<file path="src/hdl/rom_defs.svh">
// Region offsets and widths are fixed for one game layout; offsets are SDRAM word units
`ifndef ROM_DEFS_SVH
`define ROM_DEFS_SVH

// SDRAM read port
`define ROM_SDRAM_AW    22              // Word address width

// Client address widths
`define ROM_MAIN_AW     17              // Main CPU, byte address
`define ROM_SND_AW      15              // Sound CPU, byte address
`define ROM_CHAR_AW     13              // Character layer, half-word address
`define ROM_OBJ_AW      15              // Object layer, half-word address

// Client data widths
`define ROM_BYTE_DW     8
`define ROM_HALF_DW     16

// Region start of each client inside the SDRAM
`define ROM_MAIN_OFFSET 22'h00000
`define ROM_SND_OFFSET  22'h0A000
`define ROM_CHAR_OFFSET 22'h0E000
`define ROM_OBJ_OFFSET  22'h20000

// Cycles from reset or download release until ready, at least 1
`define ROM_READY_DELAY 4

`endif

</file>
<file path="src/hdl/rom_pkg.sv">
// Client order here sets the bit order of every req, ok, en and sel vector
package rom_pkg;

    // One SDRAM word, read as bytes by the CPUs and as halves by the layers
    typedef union packed {
        logic [3:0][7:0]  bytes;        // Byte 0 is bits 7:0
        logic [1:0][15:0] halves;       // Half 0 is bits 15:0
    } rom_word_u;

    // Bit position of each client in the one-hot vectors
    typedef enum logic [1:0] {
        cl_main = 2'd0,                 // Main CPU
        cl_snd  = 2'd1,                 // Sound CPU
        cl_char = 2'd2,                 // Character layer
        cl_obj  = 2'd3                  // Object layer
    } rom_client_e;

endpackage

</file>
<file path="src/hdl/rom_client.sv">
// DW must be 8 (AW >= 3) or 16 (AW >= 2); a single word is held, so any word change is a miss
`include "rom_defs.svh"

module rom_client #(
    parameter int AW = 17,                          // Address width in client units
    parameter int DW = 8                            // Data width, 8 or 16
) (
    input  logic                     clk,
    input  logic                     arst_n,
    input  logic [AW-1:0]            addr,
    input  logic                     en,
    input  rom_pkg::rom_word_u       data_read,
    input  logic                     data_rdy,
    input  logic                     sel,
    input  logic                     flush,
    output logic                     req,
    output logic [`ROM_SDRAM_AW-1:0] word_addr,
    output logic [DW-1:0]            dout,
    output logic                     ok
);
    import rom_pkg::*;

    rom_word_u                held;                 // Last word fetched
    logic [`ROM_SDRAM_AW-1:0] tag;                  // Word address of held
    logic [`ROM_SDRAM_AW-1:0] req_tag;              // Word address sent at grant
    logic                     valid;
    logic                     hit;
    logic                     capture;

    // Address decode into word and lane
    generate
        if (DW == `ROM_BYTE_DW) begin : g_byte
            assign word_addr = {{(`ROM_SDRAM_AW - AW + 2){1'b0}}, addr[AW-1:2]};
            assign dout      = held.bytes[addr[1:0]];
        end else begin : g_half
            assign word_addr = {{(`ROM_SDRAM_AW - AW + 1){1'b0}}, addr[AW-1:1]};
            assign dout      = held.halves[addr[0]];
        end
    endgenerate

    assign hit     = valid && (tag == word_addr);
    assign ok      = en && hit;
    assign req     = en && !hit;                    // Held until the word comes back
    assign capture = data_rdy && sel;               // Our transfer finished

    // The arbiter samples word_addr on the edge that raises sel,
    // so tracking it while unselected gives the address in flight
    always_ff @(posedge clk) begin
        if (!sel) begin
            req_tag <= word_addr;
        end
    end

    always_ff @(posedge clk) begin
        if (capture) begin
            held <= data_read;
            tag  <= req_tag;
        end
    end

    always_ff @(posedge clk or negedge arst_n) begin
        if (!arst_n) begin
            valid <= 1'b0;
        end else if (flush) begin
            valid <= 1'b0;                          // ROM contents may change
        end else if (capture) begin
            valid <= 1'b1;
        end
    end

endmodule

</file>
<file path="src/hdl/rom_arbiter.sv">
// One SDRAM transfer in flight at a time; waits on sdram_ack and data_rdy with no timeout
`include "rom_defs.svh"

module rom_arbiter (
    input  logic                     clk,
    input  logic                     arst_n,
    input  logic                     downloading,
    input  logic [3:0]               req,
    input  logic [`ROM_SDRAM_AW-1:0] main_waddr,
    input  logic [`ROM_SDRAM_AW-1:0] snd_waddr,
    input  logic [`ROM_SDRAM_AW-1:0] char_waddr,
    input  logic [`ROM_SDRAM_AW-1:0] obj_waddr,
    input  logic [3:0]               ok,
    input  logic [3:0]               en,
    input  logic                     sdram_ack,
    input  logic                     data_rdy,
    output logic [3:0]               sel,
    output logic                     sdram_req,
    output logic [`ROM_SDRAM_AW-1:0] sdram_addr,
    output logic                     refresh_en,
    output logic                     ready
);
    import rom_pkg::*;

    localparam logic [3:0] READY_LAST = 4'(`ROM_READY_DELAY - 1);

    logic [3:0]               valid_req;
    logic [3:0]               grant;
    logic [`ROM_SDRAM_AW-1:0] grant_addr;
    logic                     take;
    logic                     all_ok;
    logic [3:0]               ready_cnt;

    // A client already being served must not be picked twice
    assign valid_req = req & ~sel;

    // New grant when idle or when the current word arrives
    assign take = !(|sel) || data_rdy;

    // Disabled clients do not hold refresh back
    assign all_ok = &(ok | ~en);

    // Fixed priority: obj, char, main, snd
    always_comb begin
        grant      = '0;
        grant_addr = '0;
        if (valid_req[cl_obj]) begin
            grant[cl_obj] = 1'b1;
            grant_addr    = `ROM_OBJ_OFFSET + obj_waddr;
        end else if (valid_req[cl_char]) begin
            grant[cl_char] = 1'b1;
            grant_addr     = `ROM_CHAR_OFFSET + char_waddr;
        end else if (valid_req[cl_main]) begin
            grant[cl_main] = 1'b1;
            grant_addr     = `ROM_MAIN_OFFSET + main_waddr;
        end else if (valid_req[cl_snd]) begin
            grant[cl_snd] = 1'b1;
            grant_addr    = `ROM_SND_OFFSET + snd_waddr;
        end
    end

    // SDRAM handshake and client select
    always_ff @(posedge clk or negedge arst_n) begin
        if (!arst_n) begin
            sel       <= '0;
            sdram_req <= 1'b0;
        end else if (downloading) begin
            sel       <= '0;                        // SDRAM belongs to the loader
            sdram_req <= 1'b0;
        end else begin
            if (sdram_ack) begin
                sdram_req <= 1'b0;
            end
            if (take) begin
                sel       <= grant;
                sdram_req <= |grant;
            end
        end
    end

    // Address stays put for the whole transfer
    always_ff @(posedge clk) begin
        if (!downloading && take && |grant) begin
            sdram_addr <= grant_addr;
        end
    end

    always_ff @(posedge clk or negedge arst_n) begin
        if (!arst_n) begin
            refresh_en <= 1'b0;
        end else if (downloading) begin
            refresh_en <= 1'b0;
        end else begin
            refresh_en <= all_ok;
        end
    end

    // Ready timer, restarted by reset and by each download
    always_ff @(posedge clk or negedge arst_n) begin
        if (!arst_n) begin
            ready_cnt <= '0;
            ready     <= 1'b0;
        end else if (downloading) begin
            ready_cnt <= '0;
            ready     <= 1'b0;
        end else if (!ready) begin
            if (ready_cnt == READY_LAST) begin
                ready <= 1'b1;
            end else begin
                ready_cnt <= ready_cnt + 4'd1;
            end
        end
    end

endmodule

</file>
<file path="src/hdl/rom_top.sv">
// Char layer only fetches while lvbl is high and obj always fetches; no SDRAM controller inside
`include "rom_defs.svh"

module rom_top (
    input  logic                     clk,
    input  logic                     arst_n,
    input  logic                     lvbl,
    input  logic                     downloading,
    input  logic                     main_cs,
    input  logic                     snd_cs,
    input  logic [`ROM_MAIN_AW-1:0]  main_addr,
    input  logic [`ROM_SND_AW-1:0]   snd_addr,
    input  logic [`ROM_CHAR_AW-1:0]  char_addr,
    input  logic [`ROM_OBJ_AW-1:0]   obj_addr,
    input  logic                     sdram_ack,
    input  logic                     data_rdy,
    input  rom_pkg::rom_word_u       data_read,
    output logic [`ROM_BYTE_DW-1:0]  main_dout,
    output logic [`ROM_BYTE_DW-1:0]  snd_dout,
    output logic [`ROM_HALF_DW-1:0]  char_dout,
    output logic [`ROM_HALF_DW-1:0]  obj_dout,
    output logic                     main_ok,
    output logic                     snd_ok,
    output logic                     sdram_req,
    output logic [`ROM_SDRAM_AW-1:0] sdram_addr,
    output logic                     refresh_en,
    output logic                     ready
);
    import rom_pkg::*;

    logic [3:0]               sel;
    logic                     main_req;
    logic                     snd_req;
    logic                     char_req;
    logic                     obj_req;
    logic                     char_ok;
    logic                     obj_ok;
    logic [`ROM_SDRAM_AW-1:0] main_waddr;
    logic [`ROM_SDRAM_AW-1:0] snd_waddr;
    logic [`ROM_SDRAM_AW-1:0] char_waddr;
    logic [`ROM_SDRAM_AW-1:0] obj_waddr;

    rom_client #(.AW(`ROM_MAIN_AW), .DW(`ROM_BYTE_DW)) u_main (
        .clk       (clk),
        .arst_n    (arst_n),
        .addr      (main_addr),
        .en        (main_cs),
        .data_read (data_read),
        .data_rdy  (data_rdy),
        .sel       (sel[cl_main]),
        .flush     (downloading),
        .req       (main_req),
        .word_addr (main_waddr),
        .dout      (main_dout),
        .ok        (main_ok)
    );

    rom_client #(.AW(`ROM_SND_AW), .DW(`ROM_BYTE_DW)) u_snd (
        .clk       (clk),
        .arst_n    (arst_n),
        .addr      (snd_addr),
        .en        (snd_cs),
        .data_read (data_read),
        .data_rdy  (data_rdy),
        .sel       (sel[cl_snd]),
        .flush     (downloading),
        .req       (snd_req),
        .word_addr (snd_waddr),
        .dout      (snd_dout),
        .ok        (snd_ok)
    );

    rom_client #(.AW(`ROM_CHAR_AW), .DW(`ROM_HALF_DW)) u_char (
        .clk       (clk),
        .arst_n    (arst_n),
        .addr      (char_addr),
        .en        (lvbl),                          // Active display only
        .data_read (data_read),
        .data_rdy  (data_rdy),
        .sel       (sel[cl_char]),
        .flush     (downloading),
        .req       (char_req),
        .word_addr (char_waddr),
        .dout      (char_dout),
        .ok        (char_ok)
    );

    rom_client #(.AW(`ROM_OBJ_AW), .DW(`ROM_HALF_DW)) u_obj (
        .clk       (clk),
        .arst_n    (arst_n),
        .addr      (obj_addr),
        .en        (1'b1),
        .data_read (data_read),
        .data_rdy  (data_rdy),
        .sel       (sel[cl_obj]),
        .flush     (downloading),
        .req       (obj_req),
        .word_addr (obj_waddr),
        .dout      (obj_dout),
        .ok        (obj_ok)
    );

    // Vector bit order follows rom_client_e
    rom_arbiter u_arb (
        .clk         (clk),
        .arst_n      (arst_n),
        .downloading (downloading),
        .req         ({obj_req, char_req, snd_req, main_req}),
        .main_waddr  (main_waddr),
        .snd_waddr   (snd_waddr),
        .char_waddr  (char_waddr),
        .obj_waddr   (obj_waddr),
        .ok          ({obj_ok, char_ok, snd_ok, main_ok}),
        .en          ({1'b1, lvbl, snd_cs, main_cs}),
        .sdram_ack   (sdram_ack),
        .data_rdy    (data_rdy),
        .sel         (sel),
        .sdram_req   (sdram_req),
        .sdram_addr  (sdram_addr),
        .refresh_en  (refresh_en),
        .ready       (ready)
    );

endmodule

</file>
<file path="config.mk">
export PLATFORM = sky130hd
export DESIGN_NAME = rom_top
export DESIGN_NICKNAME = d
export VERILOG_FILES = /design/src/hdl/rom_pkg.sv /design/src/hdl/rom_client.sv /design/src/hdl/rom_arbiter.sv /design/src/hdl/rom_top.sv
export VERILOG_INCLUDE_DIRS = /design/src /design/src/hdl
export SDC_FILE = /design/constraint.sdc
export NUM_CORES = 1
export LEC_CHECK = 0
export BUFFER_PORTS_ARGS = -buffer_cell sky130_fd_sc_hd__buf_2
export CAP_MARGIN = 20
export CORE_ASPECT_RATIO = 0.9
export CORE_MARGIN = 8
export CORE_UTILIZATION = 62
export CTS_BUF_LIST = sky130_fd_sc_hd__clkbuf_4
export DETAILED_ROUTE_END_ITERATION = 12
export GPL_TIMING_DRIVEN = 0
export HOLD_SLACK_MARGIN = 0.03
export PLACE_DENSITY = 0.95
export SETUP_SLACK_MARGIN = 0.4
export SYNTH_ARGS = -nofsm -noshare
export SYNTH_HDL_FRONTEND = slang
export SYNTH_SLANG_ARGS = --single-unit
</file>
<file path="constraint.sdc">
create_clock -name clk -period 4.4 [get_ports clk]
set_input_delay 1.32 -clock clk [delete_from_list [all_inputs] [get_ports clk]]
set_output_delay 1.32 -clock clk [all_outputs]
set_load 0.005 [all_outputs]
</file>
==> impl_metrics.ini <==
[logic_synthesis]
yosys_warnings = 0
syn_inst = 521
ys_types = 43
syn_area_um2 = 10100
yosysSeqAreaShare = 0.789
synth_async_sr_flop_share = 0.0560
ys_ff_latch = 268
synth_area_per_cell_um2 = 19.4
synth_edf_count = 253
synth_ff_type = edfxtp_1

[status]
status = finished clean

[sta]
tightest_slew_ns = 1.01
drv_slew = 0
timing.final.crit_share = 0.900
setup_violations = 0
tns_ns = 0
max_freq_ghz = 0.253
rsz0062_at_grt = no
relSlewSlack = 0.325
skew_ns = 0.0281
hold_viol = 0
finalCriticalPeriod_ns = 3.96

[worst_setup_path]
cp.buffers_inverters = 2
critPathSlowestCell = nor4_2
cpPeakStageDelay_ns = 0.54
start_kind = input port
cp.required_ns = 3.08
criticalPathCategory = input port to primary output
crit_family = simple AND/OR/NAND/NOR gates
path_max_fanout = 3
end_kind = primary output
cp_common_cell = buf_2
path_cells = buf_2, xnor2_1, nand4_1, nor4_2, and2_1, buf_2
arrival_ns = 2.64

[clocking]
cts_tree = built
htreeDepth = 3
hold_buffers = 0
clockBufferDepth = 3
clk_pin_slew_ns = 0.07
clkSinkCount = 268
clk-insertion-delay-late_ns = 0.64
numCtsBuffers = 66
cts_root_buf = clkbuf_4

[die]
rows = 44
core_area_um2 = 16000
dieArea_um2 = 20600
io-pin-count = 175
initial_utilization = 0.631
die_x_um = 151
die_h_um = 137

[placed_design]
portBuffers = 163
dp_hpwl_um = 15900
routabilityCongestion = 0.915

[power_and_ir_drop]
ir_drop_mv = 0.321
power.density_nw_per_um2 = 451
leakage_uw = 0.00446

[drt]
antenna_left = 0
drt-wirelength-per-cell_um = 23.0
drt_pre_antenna_iters = 5
drtIter0Drc = 475
vias = 5943
drc = 0
wirelength_um = 23400
viasPerCell = 5.86

[global_route]
grt_pass1_wl_um = 34700
grt_start_max_net_pins = 35
grt_overflow = 0
grt_pass1_vias = 6309
grtUsageTotal = 0.226
antenna_found_initial = 1

[final_layout]
drive_gt1_frac = 0.430
utilization = 0.759
nNetsFinal = 861
area_delta_synth_final_pct = 20.3
diodes = 0

[flow_run]
drv_cap = 0

[min_path]
min_path_type = register to register
## through the flow
stage	hold WS (ns)	cells	setup WS [ns]	power [µW]	cell area (µm²)
after global routing	0.417	1014	0.362	5700	12200
after detailed placement	0.405	899	0.0956	3450	11300
after global placement	0.401	895	0.212	3420	11200
after floorplan	0.400	525	0.773	3230	10100
after CTS	0.396	1014	0.458	5540	12100
final	0.412	1014	0.441	5490	12200
## where the power goes
group | internal (µW) | switching [µW]
clock network | 1150 | 931
registers | 2930 | 45.5
logic | 175 | 253
total | 4260 | 1230
## area by class of cell
class                      count  area [µm²]
timing repair buffer         167         896
clock buffer                  99         743
tap                          207         259
fill                         855        3860
clock inverter                16         115
inverter                       6        22.5
multi-input combinational    229        2020
sequential                   268        7970
buffer                        22         126
## sequential cells by signal, summed over array words and instances (netlist names), 13 cells and up
name,flops
u_arb.sdram_addr,17
u_char.held,32
u_main.held,32
u_main.req_tag,15
u_main.tag,15
u_obj.held,32
u_obj.req_tag,14
u_obj.tag,14
u_snd.held,32
u_snd.req_tag,13
u_snd.tag,13
## worst paths after layout
path,start,to,slack [ns],cells after the start
max,main_addr[15],main_ok,0.44,6
min,u_char.req_tag[5],u_char.tag[5],0.41,0
min in group asynchronous,arst_n,u_arb.sel[3],0.59,1
max in group asynchronous,arst_n,u_arb.sel[0],3.52,1
max reg2reg,u_obj.tag[11],u_arb.sdram_addr[4],1.45,9
min reg2reg,u_char.req_tag[5],u_char.tag[5],0.41,0
## synth_stat cells, drive strengths merged, types with 2 or more instances
cell	n	share of area
nor2b	2	0.0012
mux2i	2	0.0020
edfxtp	253	0.75
mux2	32	0.036
xnor2	55	0.048
nor4	3	0.0019
mux4	16	0.036
buf	11	0.0077
nor2	34	0.013
dfrtp	15	0.037
xor2	2	0.0017
a21oi	6	0.0030
nor4b	2	0.0032
o2bb2ai	12	0.010
nand2	7	0.0026
nand4	12	0.0074
and2	7	0.0046
or4	3	0.0026
nand3	3	0.0015
o41a	2	0.0022
a221oi	12	0.010
clkbuf	11	0.0041
inv	6	0.0022
## worst register-to-register path, cell delays in order (launching register included)
cell and delay (ns):
edfxtp_1 0.40, xnor2_1 0.19, nand4_1 0.13, nor4_1 0.52
or2_0 0.18, buf_2 0.16, inv_2 0.09, clkbuf_1 0.25
a221oi_1 0.62, o2bb2ai_1 0.15
## routing by layer
layer / vias up / wire length, µm / track usage
met2: 428 / 11600 / 0.371
li1: 2563 / - / -
met1: 2896 / 8720 / 0.282
met4: 2 / 496 / 0.0887
met3: 54 / 2570 / 0.0658
met5: - / 12 / 0
## placed cells by master (no fill, tap or decap), drive strengths merged, types with 2 or more instances in the layout
master,n
nor2b,2
xor2,2
o41a,2
a221oi,12
mux4,16
edfxtp,253
nand2,7
clkinv,10
mux2,32
inv,10
o2bb2ai,12
or4,3
nand3,3
conb,5
and2,7
xnor2,55
clkbuf,110
a21oi,6
nor4b,2
bufinv,2
mux2i,2
nor2,34
buf,178
nand4,12
dfrtp,15
nor4,3
## logic make-up after synthesis
family,synth area share
AOI/OAI and AO/OA,0.0310
xor gates and xnor gates,0.0494
adders and majority gates,0.00124
buffers and inverters,0.0140
DFF,0.789
muxes,0.0733
other,0.000371
and+or+nand+nor,0.0415
## what timing repair did
| action | 4_1_cts | 5_1_grt |
|---|---|---|
| endpoints found under the setup margin | 34 | 1 |
| resized for setup | 7 | 1 |
| buffers inserted | 0 | 0 |
Power figures use the tool's default switching activity.
